## src/verilog/dsi_macros.svh

```systemverilog
`ifndef DSI_MACROS_SVH
`define DSI_MACROS_SVH

// user FIFO words and lane data share one width
`define DSI_WORD_W      32

// word count field of a packet header
`define DSI_WC_W        16

// physical data lanes
`define DSI_LANES_MAX   4

// payload checksum, CCITT polynomial in reflected form
`define DSI_CRC_INIT    16'hFFFF
`define DSI_CRC_POLY    16'h8408

// end of transmission packet type, always short
`define DSI_TYPE_EOT    6'h08

`endif

```

## src/verilog/dsi_pkg.sv

```systemverilog
`default_nettype none
`include "dsi_macros.svh"

package dsi_pkg;

    // header as it sits in bits 23:0 of the first FIFO word
    typedef struct packed {
        logic [7:0]           di;   // virtual channel and data type
        logic [`DSI_WC_W-1:0] wc;   // payload length in bytes
    } dsi_header_t;

    // one word handed from the sequencer to the lane distributor
    typedef struct packed {
        logic [`DSI_WORD_W-1:0] data;   // byte 0 goes out first
        logic [2:0]             nbytes; // 1 to 4 valid bytes
    } lane_word_t;

    // active lanes, 1 to 4
    typedef logic [2:0] lane_count_t;

endpackage

`default_nettype wire

```

## src/verilog/dsi_ecc.sv

```systemverilog
`timescale 1ns/1ns
`default_nettype none

module dsi_ecc (
    input  dsi_pkg::dsi_header_t hdr,
    output logic [7:0]           ecc
);

    // Hamming parity masks over the header in wire order,
    // bit 0 is the first transmitted bit (di[0])
    localparam logic [23:0] P0_MASK = 24'hF12CB7;
    localparam logic [23:0] P1_MASK = 24'hF2555B;
    localparam logic [23:0] P2_MASK = 24'h749A6D;
    localparam logic [23:0] P3_MASK = 24'hB8E38E;
    localparam logic [23:0] P4_MASK = 24'hDF03F0;
    localparam logic [23:0] P5_MASK = 24'hEFFC00;

    logic [23:0] d;

    assign d = {hdr.wc, hdr.di};            // di, wc low, wc high on the wire

    assign ecc[0] = ^(d & P0_MASK);
    assign ecc[1] = ^(d & P1_MASK);
    assign ecc[2] = ^(d & P2_MASK);
    assign ecc[3] = ^(d & P3_MASK);
    assign ecc[4] = ^(d & P4_MASK);
    assign ecc[5] = ^(d & P5_MASK);
    assign ecc[7:6] = 2'b00;                // reserved in dsi

endmodule

`default_nettype wire

```

## src/verilog/dsi_crc16.sv

```systemverilog
`timescale 1ns/1ns
`default_nettype none
`include "dsi_macros.svh"

module dsi_crc16 (
    input  logic                clk,
    input  logic                rst_n,
    input  logic                clear,
    input  logic                update,
    input  dsi_pkg::lane_word_t word,
    output logic [15:0]         crc
);

    logic [15:0] crc_next;

    // one byte, lsb first
    function automatic logic [15:0] crc_byte(input logic [15:0] c_in, input logic [7:0] b);
        logic [15:0] c;
        c = c_in;
        for (int i = 0; i < 8; i++)
        begin
            if (c[0] ^ b[i])
                c = (c >> 1) ^ `DSI_CRC_POLY;
            else
                c = c >> 1;
        end
        return c;
    endfunction

    always_comb
    begin
        crc_next = crc;
        for (int k = 0; k < `DSI_WORD_W / 8; k++)
        begin
            if (k < word.nbytes)                                    // only valid bytes
                crc_next = crc_byte(crc_next, word.data[8*k +: 8]);
        end
    end

    always_ff @(posedge clk or negedge rst_n)
    begin
        if (!rst_n)
            crc <= `DSI_CRC_INIT;
        else if (clear)
            crc <= `DSI_CRC_INIT;       // new packet
        else if (update)
            crc <= crc_next;
    end

endmodule

`default_nettype wire

```

## src/verilog/dsi_packet_sequencer.sv

```systemverilog
`timescale 1ns/1ns
`default_nettype none
`include "dsi_macros.svh"

module dsi_packet_sequencer (
    input  logic                   clk,
    input  logic                   rst_n,
    input  logic [`DSI_WORD_W-1:0] usr_fifo_data,
    input  logic                   usr_fifo_empty,
    output logic                   usr_fifo_read,
    output dsi_pkg::lane_word_t    stage_word,
    output logic                   stage_valid,
    input  logic                   stage_take,
    output logic                   busy
);

    import dsi_pkg::*;

    typedef enum logic [1:0] {IDLE, HEADER, PAYLOAD, CRC} state_t;

    state_t               state;
    state_t               state_next;
    dsi_header_t          hdr;
    logic [7:0]           ecc;
    logic [15:0]          crc;
    logic [`DSI_WC_W-1:0] remaining;
    logic [2:0]           pay_nbytes;
    logic                 hdr_long;
    logic                 stage_free;
    logic                 rd_header;
    logic                 rd_payload;
    logic                 crc_load;
    logic                 stage_load;
    lane_word_t           word_next;

    assign hdr = dsi_header_t'(usr_fifo_data[23:0]);
    assign hdr_long = hdr.di[3] && (hdr.di[5:0] != `DSI_TYPE_EOT);   // eot is short

    assign stage_free = !stage_valid || stage_take;     // refill in the cycle it is taken
    assign rd_header  = (state == HEADER) && !usr_fifo_empty && stage_free;
    assign rd_payload = (state == PAYLOAD) && !usr_fifo_empty && stage_free;
    assign crc_load   = (state == CRC) && stage_free;
    assign stage_load = rd_header || rd_payload || crc_load;

    assign usr_fifo_read = rd_header || rd_payload;
    assign pay_nbytes = (remaining > 4) ? 3'd4 : remaining[2:0];
    assign busy = stage_valid || (state == PAYLOAD) || (state == CRC);

    dsi_ecc i_dsi_ecc (
        .hdr (hdr),
        .ecc (ecc)
    );

    dsi_crc16 i_dsi_crc16 (
        .clk    (clk),
        .rst_n  (rst_n),
        .clear  (rd_header),
        .update (rd_payload),
        .word   (word_next),
        .crc    (crc)
    );

    always_comb
    begin
        state_next = state;
        case (state)
            IDLE:
                if (!usr_fifo_empty)
                    state_next = HEADER;
            HEADER:
                if (rd_header)
                begin
                    if (!hdr_long)
                        state_next = HEADER;        // short packet done
                    else if (hdr.wc == '0)
                        state_next = CRC;           // empty payload
                    else
                        state_next = PAYLOAD;
                end
                else if (usr_fifo_empty)
                    state_next = IDLE;
            PAYLOAD:
                if (rd_payload && remaining <= 4)
                    state_next = CRC;
            CRC:
                if (crc_load)
                    state_next = HEADER;
            default:
                state_next = IDLE;
        endcase
    end

    always_comb
    begin
        word_next.data   = usr_fifo_data;
        word_next.nbytes = pay_nbytes;
        if (rd_header)
        begin
            word_next.data   = {ecc, hdr.wc, hdr.di};
            word_next.nbytes = 3'd4;
        end
        else if (crc_load)
        begin
            word_next.data   = {16'h0000, crc};    // low byte first
            word_next.nbytes = 3'd2;
        end
    end

    always_ff @(posedge clk or negedge rst_n)
    begin
        if (!rst_n)
        begin
            state       <= IDLE;
            stage_valid <= 1'b0;
            remaining   <= '0;
        end
        else
        begin
            state <= state_next;
            if (stage_load)
                stage_valid <= 1'b1;
            else if (stage_take)
                stage_valid <= 1'b0;
            if (rd_header)
                remaining <= hdr.wc;
            else if (rd_payload)
                remaining <= (remaining > 4) ? remaining - 4 : '0;
        end
    end

    always_ff @(posedge clk)
    begin
        if (stage_load)
            stage_word <= word_next;
    end

endmodule

`default_nettype wire

```

## src/verilog/dsi_lane_distributor.sv

```systemverilog
`timescale 1ns/1ns
`default_nettype none
`include "dsi_macros.svh"

module dsi_lane_distributor (
    input  logic                      clk,
    input  logic                      rst_n,
    input  dsi_pkg::lane_count_t      lane_count,
    input  dsi_pkg::lane_word_t       stage_word,
    input  logic                      stage_valid,
    output logic                      stage_take,
    output logic [`DSI_WORD_W-1:0]    lanes_fifo_data,
    output logic [`DSI_LANES_MAX-1:0] lanes_fifo_write,
    input  logic [`DSI_LANES_MAX-1:0] lanes_fifo_full,
    output logic                      empty
);

    logic [2*`DSI_WORD_W-1:0] shift_reg;
    logic [2*`DSI_WORD_W-1:0] shift_next;
    logic [2*`DSI_WORD_W-1:0] in_bytes;
    logic [`DSI_WORD_W-1:0]   byte_mask;
    logic [3:0]               count;
    logic [3:0]               count_kept;
    logic [3:0]               count_next;
    logic [3:0]               lanes;
    logic [3:0]               pop_n;
    logic [`DSI_LANES_MAX:0]  lane_en_w;
    logic [`DSI_LANES_MAX:0]  pop_w;
    logic                     blocked;
    logic                     fire;
    logic                     take;

    assign lanes     = {1'b0, lane_count};
    assign lane_en_w = (5'd1 << lane_count) - 5'd1;
    assign blocked   = |(lanes_fifo_full & lane_en_w[`DSI_LANES_MAX-1:0]);

    // full lane_count groups, or a tail when nothing more is staged
    assign pop_n = (count >= lanes) ? lanes : count;
    assign fire  = (count != 4'd0) && !blocked && ((count >= lanes) || !stage_valid);
    assign pop_w = (5'd1 << pop_n) - 5'd1;

    assign count_kept = fire ? count - pop_n : count;
    assign stage_take = (count_kept <= 4'd4);       // room for a full word
    assign take       = stage_take && stage_valid;

    always_comb
    begin
        for (int i = 0; i < `DSI_WORD_W / 8; i++)
            byte_mask[8*i +: 8] = (i < stage_word.nbytes) ? 8'hFF : 8'h00;
    end

    // new bytes land right above the ones still held
    assign in_bytes = {{`DSI_WORD_W{1'b0}}, stage_word.data & byte_mask} << {count_kept, 3'b000};

    always_comb
    begin
        shift_next = shift_reg;
        if (fire)
            shift_next = shift_reg >> {pop_n, 3'b000};
        if (take)
            shift_next = shift_next | in_bytes;
    end

    assign count_next = count_kept + (take ? {1'b0, stage_word.nbytes} : 4'd0);

    always_ff @(posedge clk or negedge rst_n)
    begin
        if (!rst_n)
        begin
            shift_reg <= '0;    // bytes above count must stay zero
            count     <= 4'd0;
        end
        else
        begin
            shift_reg <= shift_next;
            count     <= count_next;
        end
    end

    assign lanes_fifo_data  = shift_reg[`DSI_WORD_W-1:0];   // byte k to lane k
    assign lanes_fifo_write = fire ? pop_w[`DSI_LANES_MAX-1:0] : '0;
    assign empty            = (count == 4'd0);

endmodule

`default_nettype wire

```

## src/verilog/dsi_packet_assembler.sv

```systemverilog
`timescale 1ns/1ns
`default_nettype none
`include "dsi_macros.svh"

module dsi_packet_assembler (
    input  logic                      clk,
    input  logic                      rst_n,
    input  dsi_pkg::lane_count_t      lane_count,
    input  logic [`DSI_WORD_W-1:0]    usr_fifo_data,
    input  logic                      usr_fifo_empty,
    output logic                      usr_fifo_read,
    output logic [`DSI_WORD_W-1:0]    lanes_fifo_data,
    output logic [`DSI_LANES_MAX-1:0] lanes_fifo_write,
    input  logic [`DSI_LANES_MAX-1:0] lanes_fifo_full,
    output logic                      idle
);

    import dsi_pkg::*;

    lane_word_t stage_word;
    logic       stage_valid;
    logic       stage_take;
    logic       seq_busy;
    logic       dist_empty;

    dsi_packet_sequencer i_dsi_packet_sequencer (
        .clk            (clk),
        .rst_n          (rst_n),
        .usr_fifo_data  (usr_fifo_data),
        .usr_fifo_empty (usr_fifo_empty),
        .usr_fifo_read  (usr_fifo_read),
        .stage_word     (stage_word),
        .stage_valid    (stage_valid),
        .stage_take     (stage_take),
        .busy           (seq_busy)
    );

    dsi_lane_distributor i_dsi_lane_distributor (
        .clk              (clk),
        .rst_n            (rst_n),
        .lane_count       (lane_count),
        .stage_word       (stage_word),
        .stage_valid      (stage_valid),
        .stage_take       (stage_take),
        .lanes_fifo_data  (lanes_fifo_data),
        .lanes_fifo_write (lanes_fifo_write),
        .lanes_fifo_full  (lanes_fifo_full),
        .empty            (dist_empty)
    );

    assign idle = ~seq_busy & dist_empty;   // nothing staged or held

endmodule

`default_nettype wire

```

## config.mk

```make
export PLATFORM = sky130hd
export DESIGN_NAME = dsi_packet_assembler
export DESIGN_NICKNAME = d
export VERILOG_FILES = /design/src/verilog/dsi_pkg.sv /design/src/verilog/dsi_ecc.sv /design/src/verilog/dsi_crc16.sv /design/src/verilog/dsi_packet_sequencer.sv /design/src/verilog/dsi_lane_distributor.sv /design/src/verilog/dsi_packet_assembler.sv
export VERILOG_INCLUDE_DIRS = /design/src /design/src/verilog
export SDC_FILE = /design/constraint.sdc
export NUM_CORES = 1
export LEC_CHECK = 0
export BUFFER_PORTS_ARGS = -buffer_cell sky130_fd_sc_hd__buf_2
export CAP_MARGIN = 20
export CORE_MARGIN = 5
export CORE_UTILIZATION = 30
export CTS_CLUSTER_DIAMETER = 40
export DETAILED_ROUTE_END_ITERATION = 16
export PLACE_DENSITY = 0.51
export SYNTH_ARGS = -nofsm -noshare
export SYNTH_HDL_FRONTEND = slang
export SYNTH_HIERARCHICAL = 1
export SYNTH_SLANG_ARGS = --single-unit
export TNS_END_PERCENT = 10
```

## constraint.sdc

```tcl
create_clock -name clk -period 10.75 [get_ports clk]
set_clock_uncertainty 0.1 [all_clocks]
set_input_delay 1.6125 -clock clk [delete_from_list [all_inputs] [get_ports clk]]
set_output_delay 1.6125 -clock clk [all_outputs]
set_load 0.1 [all_outputs]
```

==> results by group <==
Synthesis
  • Post-Synth Adder-Cell Area: 1.78%
  • Mapped Area: 0.0124 mm²
  • Largest family of logic cells by synthesized area: compound AO/OA/AOI/OAI gates
  • Avg Cell Area, Syn: 9.16 µm²
  • YS warnings: 6
  • Top_reg_cell synth: dfrtp_1
  • Synth Area in Simple Gates: 15.9%
  • Area fraction in compound gates after synthesis: 21.7%
  • EDFF count, synth: 35
  • Synth async-reset ratio: 74.6%
  • Synth Instances: 1,351
  • Sequential fraction of the synthesis area: 29.5%
  • Yosys cell types: 94
  • Yosys reg bits: 138
  • Mux cell area share after synthesis: 8.79%
  • XOR/XNOR Fraction of Synth Area: 16.4%

Layout
  • Fillcell total: 4,276
  • Synth-to-layout area growth: 10.4%
  • Antenna diodes: 0
  • Share of cells above drive strength 1: 15.6%
  • Most frequent cells in the layout: nand2_1, mux2i_1, nor2_1
  • Largest register FFs: 64
  • Final nets: 1,418
  • Commonest non-fill, non-tap cell in the layout: nand2_1

Routing
  • Pre-antenna DRT Iters: 6
  • WL/cell: 22.5 µm
  • DRC Markers: 0
  • Detail Route Antenna Nets: 0
  • Via/cell ratio: 5.76
  • Drt first-iter violations: 1,190
  • Via Count: 11,000
  • Post-Route WL: 42.9 mm

STA
  • Slew of the pin with the lowest slew margin: 1.10 ns
  • RSZ-0062 raised after global routing: no
  • Fmax: 0.100 GHz
  • Final Hold Fails: 0
  • Slew Limit Fails: 0
  • Final worst path period need: 9.96 ns
  • Setup TNS: 0 ns
  • Final setup violation count: 0
  • Slew margin rel.: 26.7%
  • Final Cycle Share: 92.7%

Placed design
  • Detailed Place HPWL: 30.9 mm
  • GPL Wtd Cong: 0.923
  • Port Buffer Count: 79

Setup path
  • Setup CP Type: in2reg
  • Critical path required time: 11.01 ns
  • Worst Path Max Fanout: 40
  • CP arrival: 10.22 ns
  • Startpoint Class: primary input
  • Crit. End Element: flip-flop

Clock network
  • TritonCTS buffer count: 17
  • Postcts setup bufs: 0
  • CTS tree: built
  • CTS sink cnt: 138
  • Root Driver: clkbuf_16
  • # hold bufs at CTS: 0
  • Htree depth: 4
  • Max Buffers Root-to-Sink: 2
  • Reg clk slew, reported paths: 0.06 ns
  • Latest clock arrival within the worst-skew pair: 0.43 ns
  • Post-CTS sizing: 0

Min path
  • Worst hold path class: reg2reg

Global route
  • Gr usage total: 18.5%
  • Grt ovf: 0
  • Initial antenna violation count: 0
  • Number of global-route vias before repair: 10,500
  • Global-route wire length before repair: 65.3 mm
  • Largest net degree at the start of global routing: 71

Die
  • Die span in x: 213 µm
  • Rows: 74
  • Ports: 80
  • Initial Util: 30.3%
  • Die ar.: 0.0454 mm²
  • Die height: 213 µm
  • Core footprint: 0.0408 mm²

Flow run
  • Max Cap Viol: 0

Run status
  • Outcome: completed
[routing by layer]
metal  global-route usage, %  share of wire [%]  up-vias  wire [µm]
met5                       0                  0        -          0
met4                    5.25                2.1        0        911
met3                    3.03                6.8       62       2910
met2                    28.8                 45      458      19300
met1                    26.7                 46     5447      19700
li1                        -                  -     4997          -
[cell families after synthesis]
| family | count (synthesis) |
|---|---|
| and+or+nand+nor | 425 |
| xor gates and xnor gates | 159 |
| other | 1 |
| AOI/OAI and AO/OA | 360 |
| buffers and inverters | 147 |
| muxes | 104 |
| adders and majority gates | 17 |
| DFF | 138 |
[worst max-delay path, cell delays in order]
cell	delay (ns)
buf_2	0.12
inv_1	0.05
ha_1	0.30
a211oi_1	0.35
o21a_1	0.23
mux2_2	0.36
inv_1	0.08
ha_1	0.27
a31oi_1	0.18
o21ai_0	0.16
nor4_2	0.46
nor2_1	0.33
o21a_1	0.22
nand2b_1	0.21
nand2_1	0.30
clkinv_1	0.49
buf_4	0.43
o21ai_0	0.71
xnor2_1	0.37
xnor3_1	0.61
xnor2_1	0.16
o21ai_0	0.60
xnor2_1	0.27
a311o_1	0.38
o21ai_2	0.13
xnor3_1	0.44
xnor3_1	0.21
a21oi_1	0.16
[worst paths after layout]
| path | depth (start not counted) | end | slack [ns] | start |
|---|---|---|---|---|
| max in group asynchronous | 2 | i_dsi_packet_sequencer/remaining[2]$_DFFE_PN0P_ | 8.09 | rst_n |
| hold / removal | 2 | i_dsi_lane_distributor/shift_reg[13]$_DFF_PN0_ | 0.46 | i_dsi_lane_distributor/shift_reg[13]$_DFF_PN0_ |
| setup reg to reg | 26 | i_dsi_packet_sequencer/i_dsi_crc16/crc[3]$_DFFE_PN1P_ | 1.69 | i_dsi_lane_distributor/count[2]$_DFF_PN0_ |
| setup / recovery | 28 | i_dsi_packet_sequencer/i_dsi_crc16/crc[3]$_DFFE_PN1P_ | 0.79 | lane_count[2] |
| min in group asynchronous | 1 | i_dsi_lane_distributor/shift_reg[9]$_DFF_PN0_ | 1.09 | rst_n |
| hold reg to reg | 2 | i_dsi_lane_distributor/shift_reg[13]$_DFF_PN0_ | 0.46 | i_dsi_lane_distributor/shift_reg[13]$_DFF_PN0_ |
[Yosys cell counts (12+ instances only)]
master | instances | area share, %
clkbuf_1 | 60 | 1.8
nor3_1 | 34 | 1.4
buf_4 | 34 | 2.1
xnor3_1 | 30 | 5.5
o2bb2ai_1 | 14 | 0.99
a32oi_1 | 22 | 1.6
nor2_1 | 93 | 2.8
a22oi_1 | 29 | 1.8
o211ai_1 | 16 | 0.97
a311oi_1 | 20 | 1.4
xor2_1 | 39 | 2.8
ha_1 | 16 | 1.6
nand3_1 | 39 | 1.6
xnor2_1 | 74 | 5.2
o21ai_0 | 50 | 2.0
a211oi_1 | 29 | 1.8
a22o_1 | 16 | 1.1
o21ai_1 | 26 | 1.1
inv_1 | 25 | 0.76
mux2i_1 | 95 | 7.7
buf_2 | 12 | 0.49
nand2_1 | 190 | 5.8
edfxtp_1 | 35 | 8.5
a21oi_1 | 39 | 1.6
o22ai_1 | 13 | 0.66
dfstp_2 | 16 | 3.4
dfrtp_1 | 87 | 18
[final cells by class]
type / count / area (µm²) / area share, %
Clock buffer: 19 / 443 / 3.24
Clock inverter: 13 / 169 / 1.24
Inverter: 30 / 113 / 0.824
Multi-Input combinational cell: 1067 / 8030 / 58.8
Sequential cell: 138 / 3650 / 26.7
Tap cell: 532 / 666 / 4.87
Timing Repair Buffer: 105 / 593 / 4.34
[per-stage QoR]
stage	instance area [µm²]	instances	setup WS, ns	utilization [%]	hold slack, ns
after floorplan	12400	1352	1.03	-	0.395
after global placement	13000	1871	0.688	31.9	0.429
after detailed placement	13000	1871	0.490	31.9	0.442
after CTS	13700	1903	0.945	33.4	0.463
after global routing	13700	1904	0.177	33.5	0.483
final	13700	1904	0.788	33.5	0.459
Power is not shown: default switching activity piles up to over one toggle a cycle in this logic, so the estimate is an artifact.
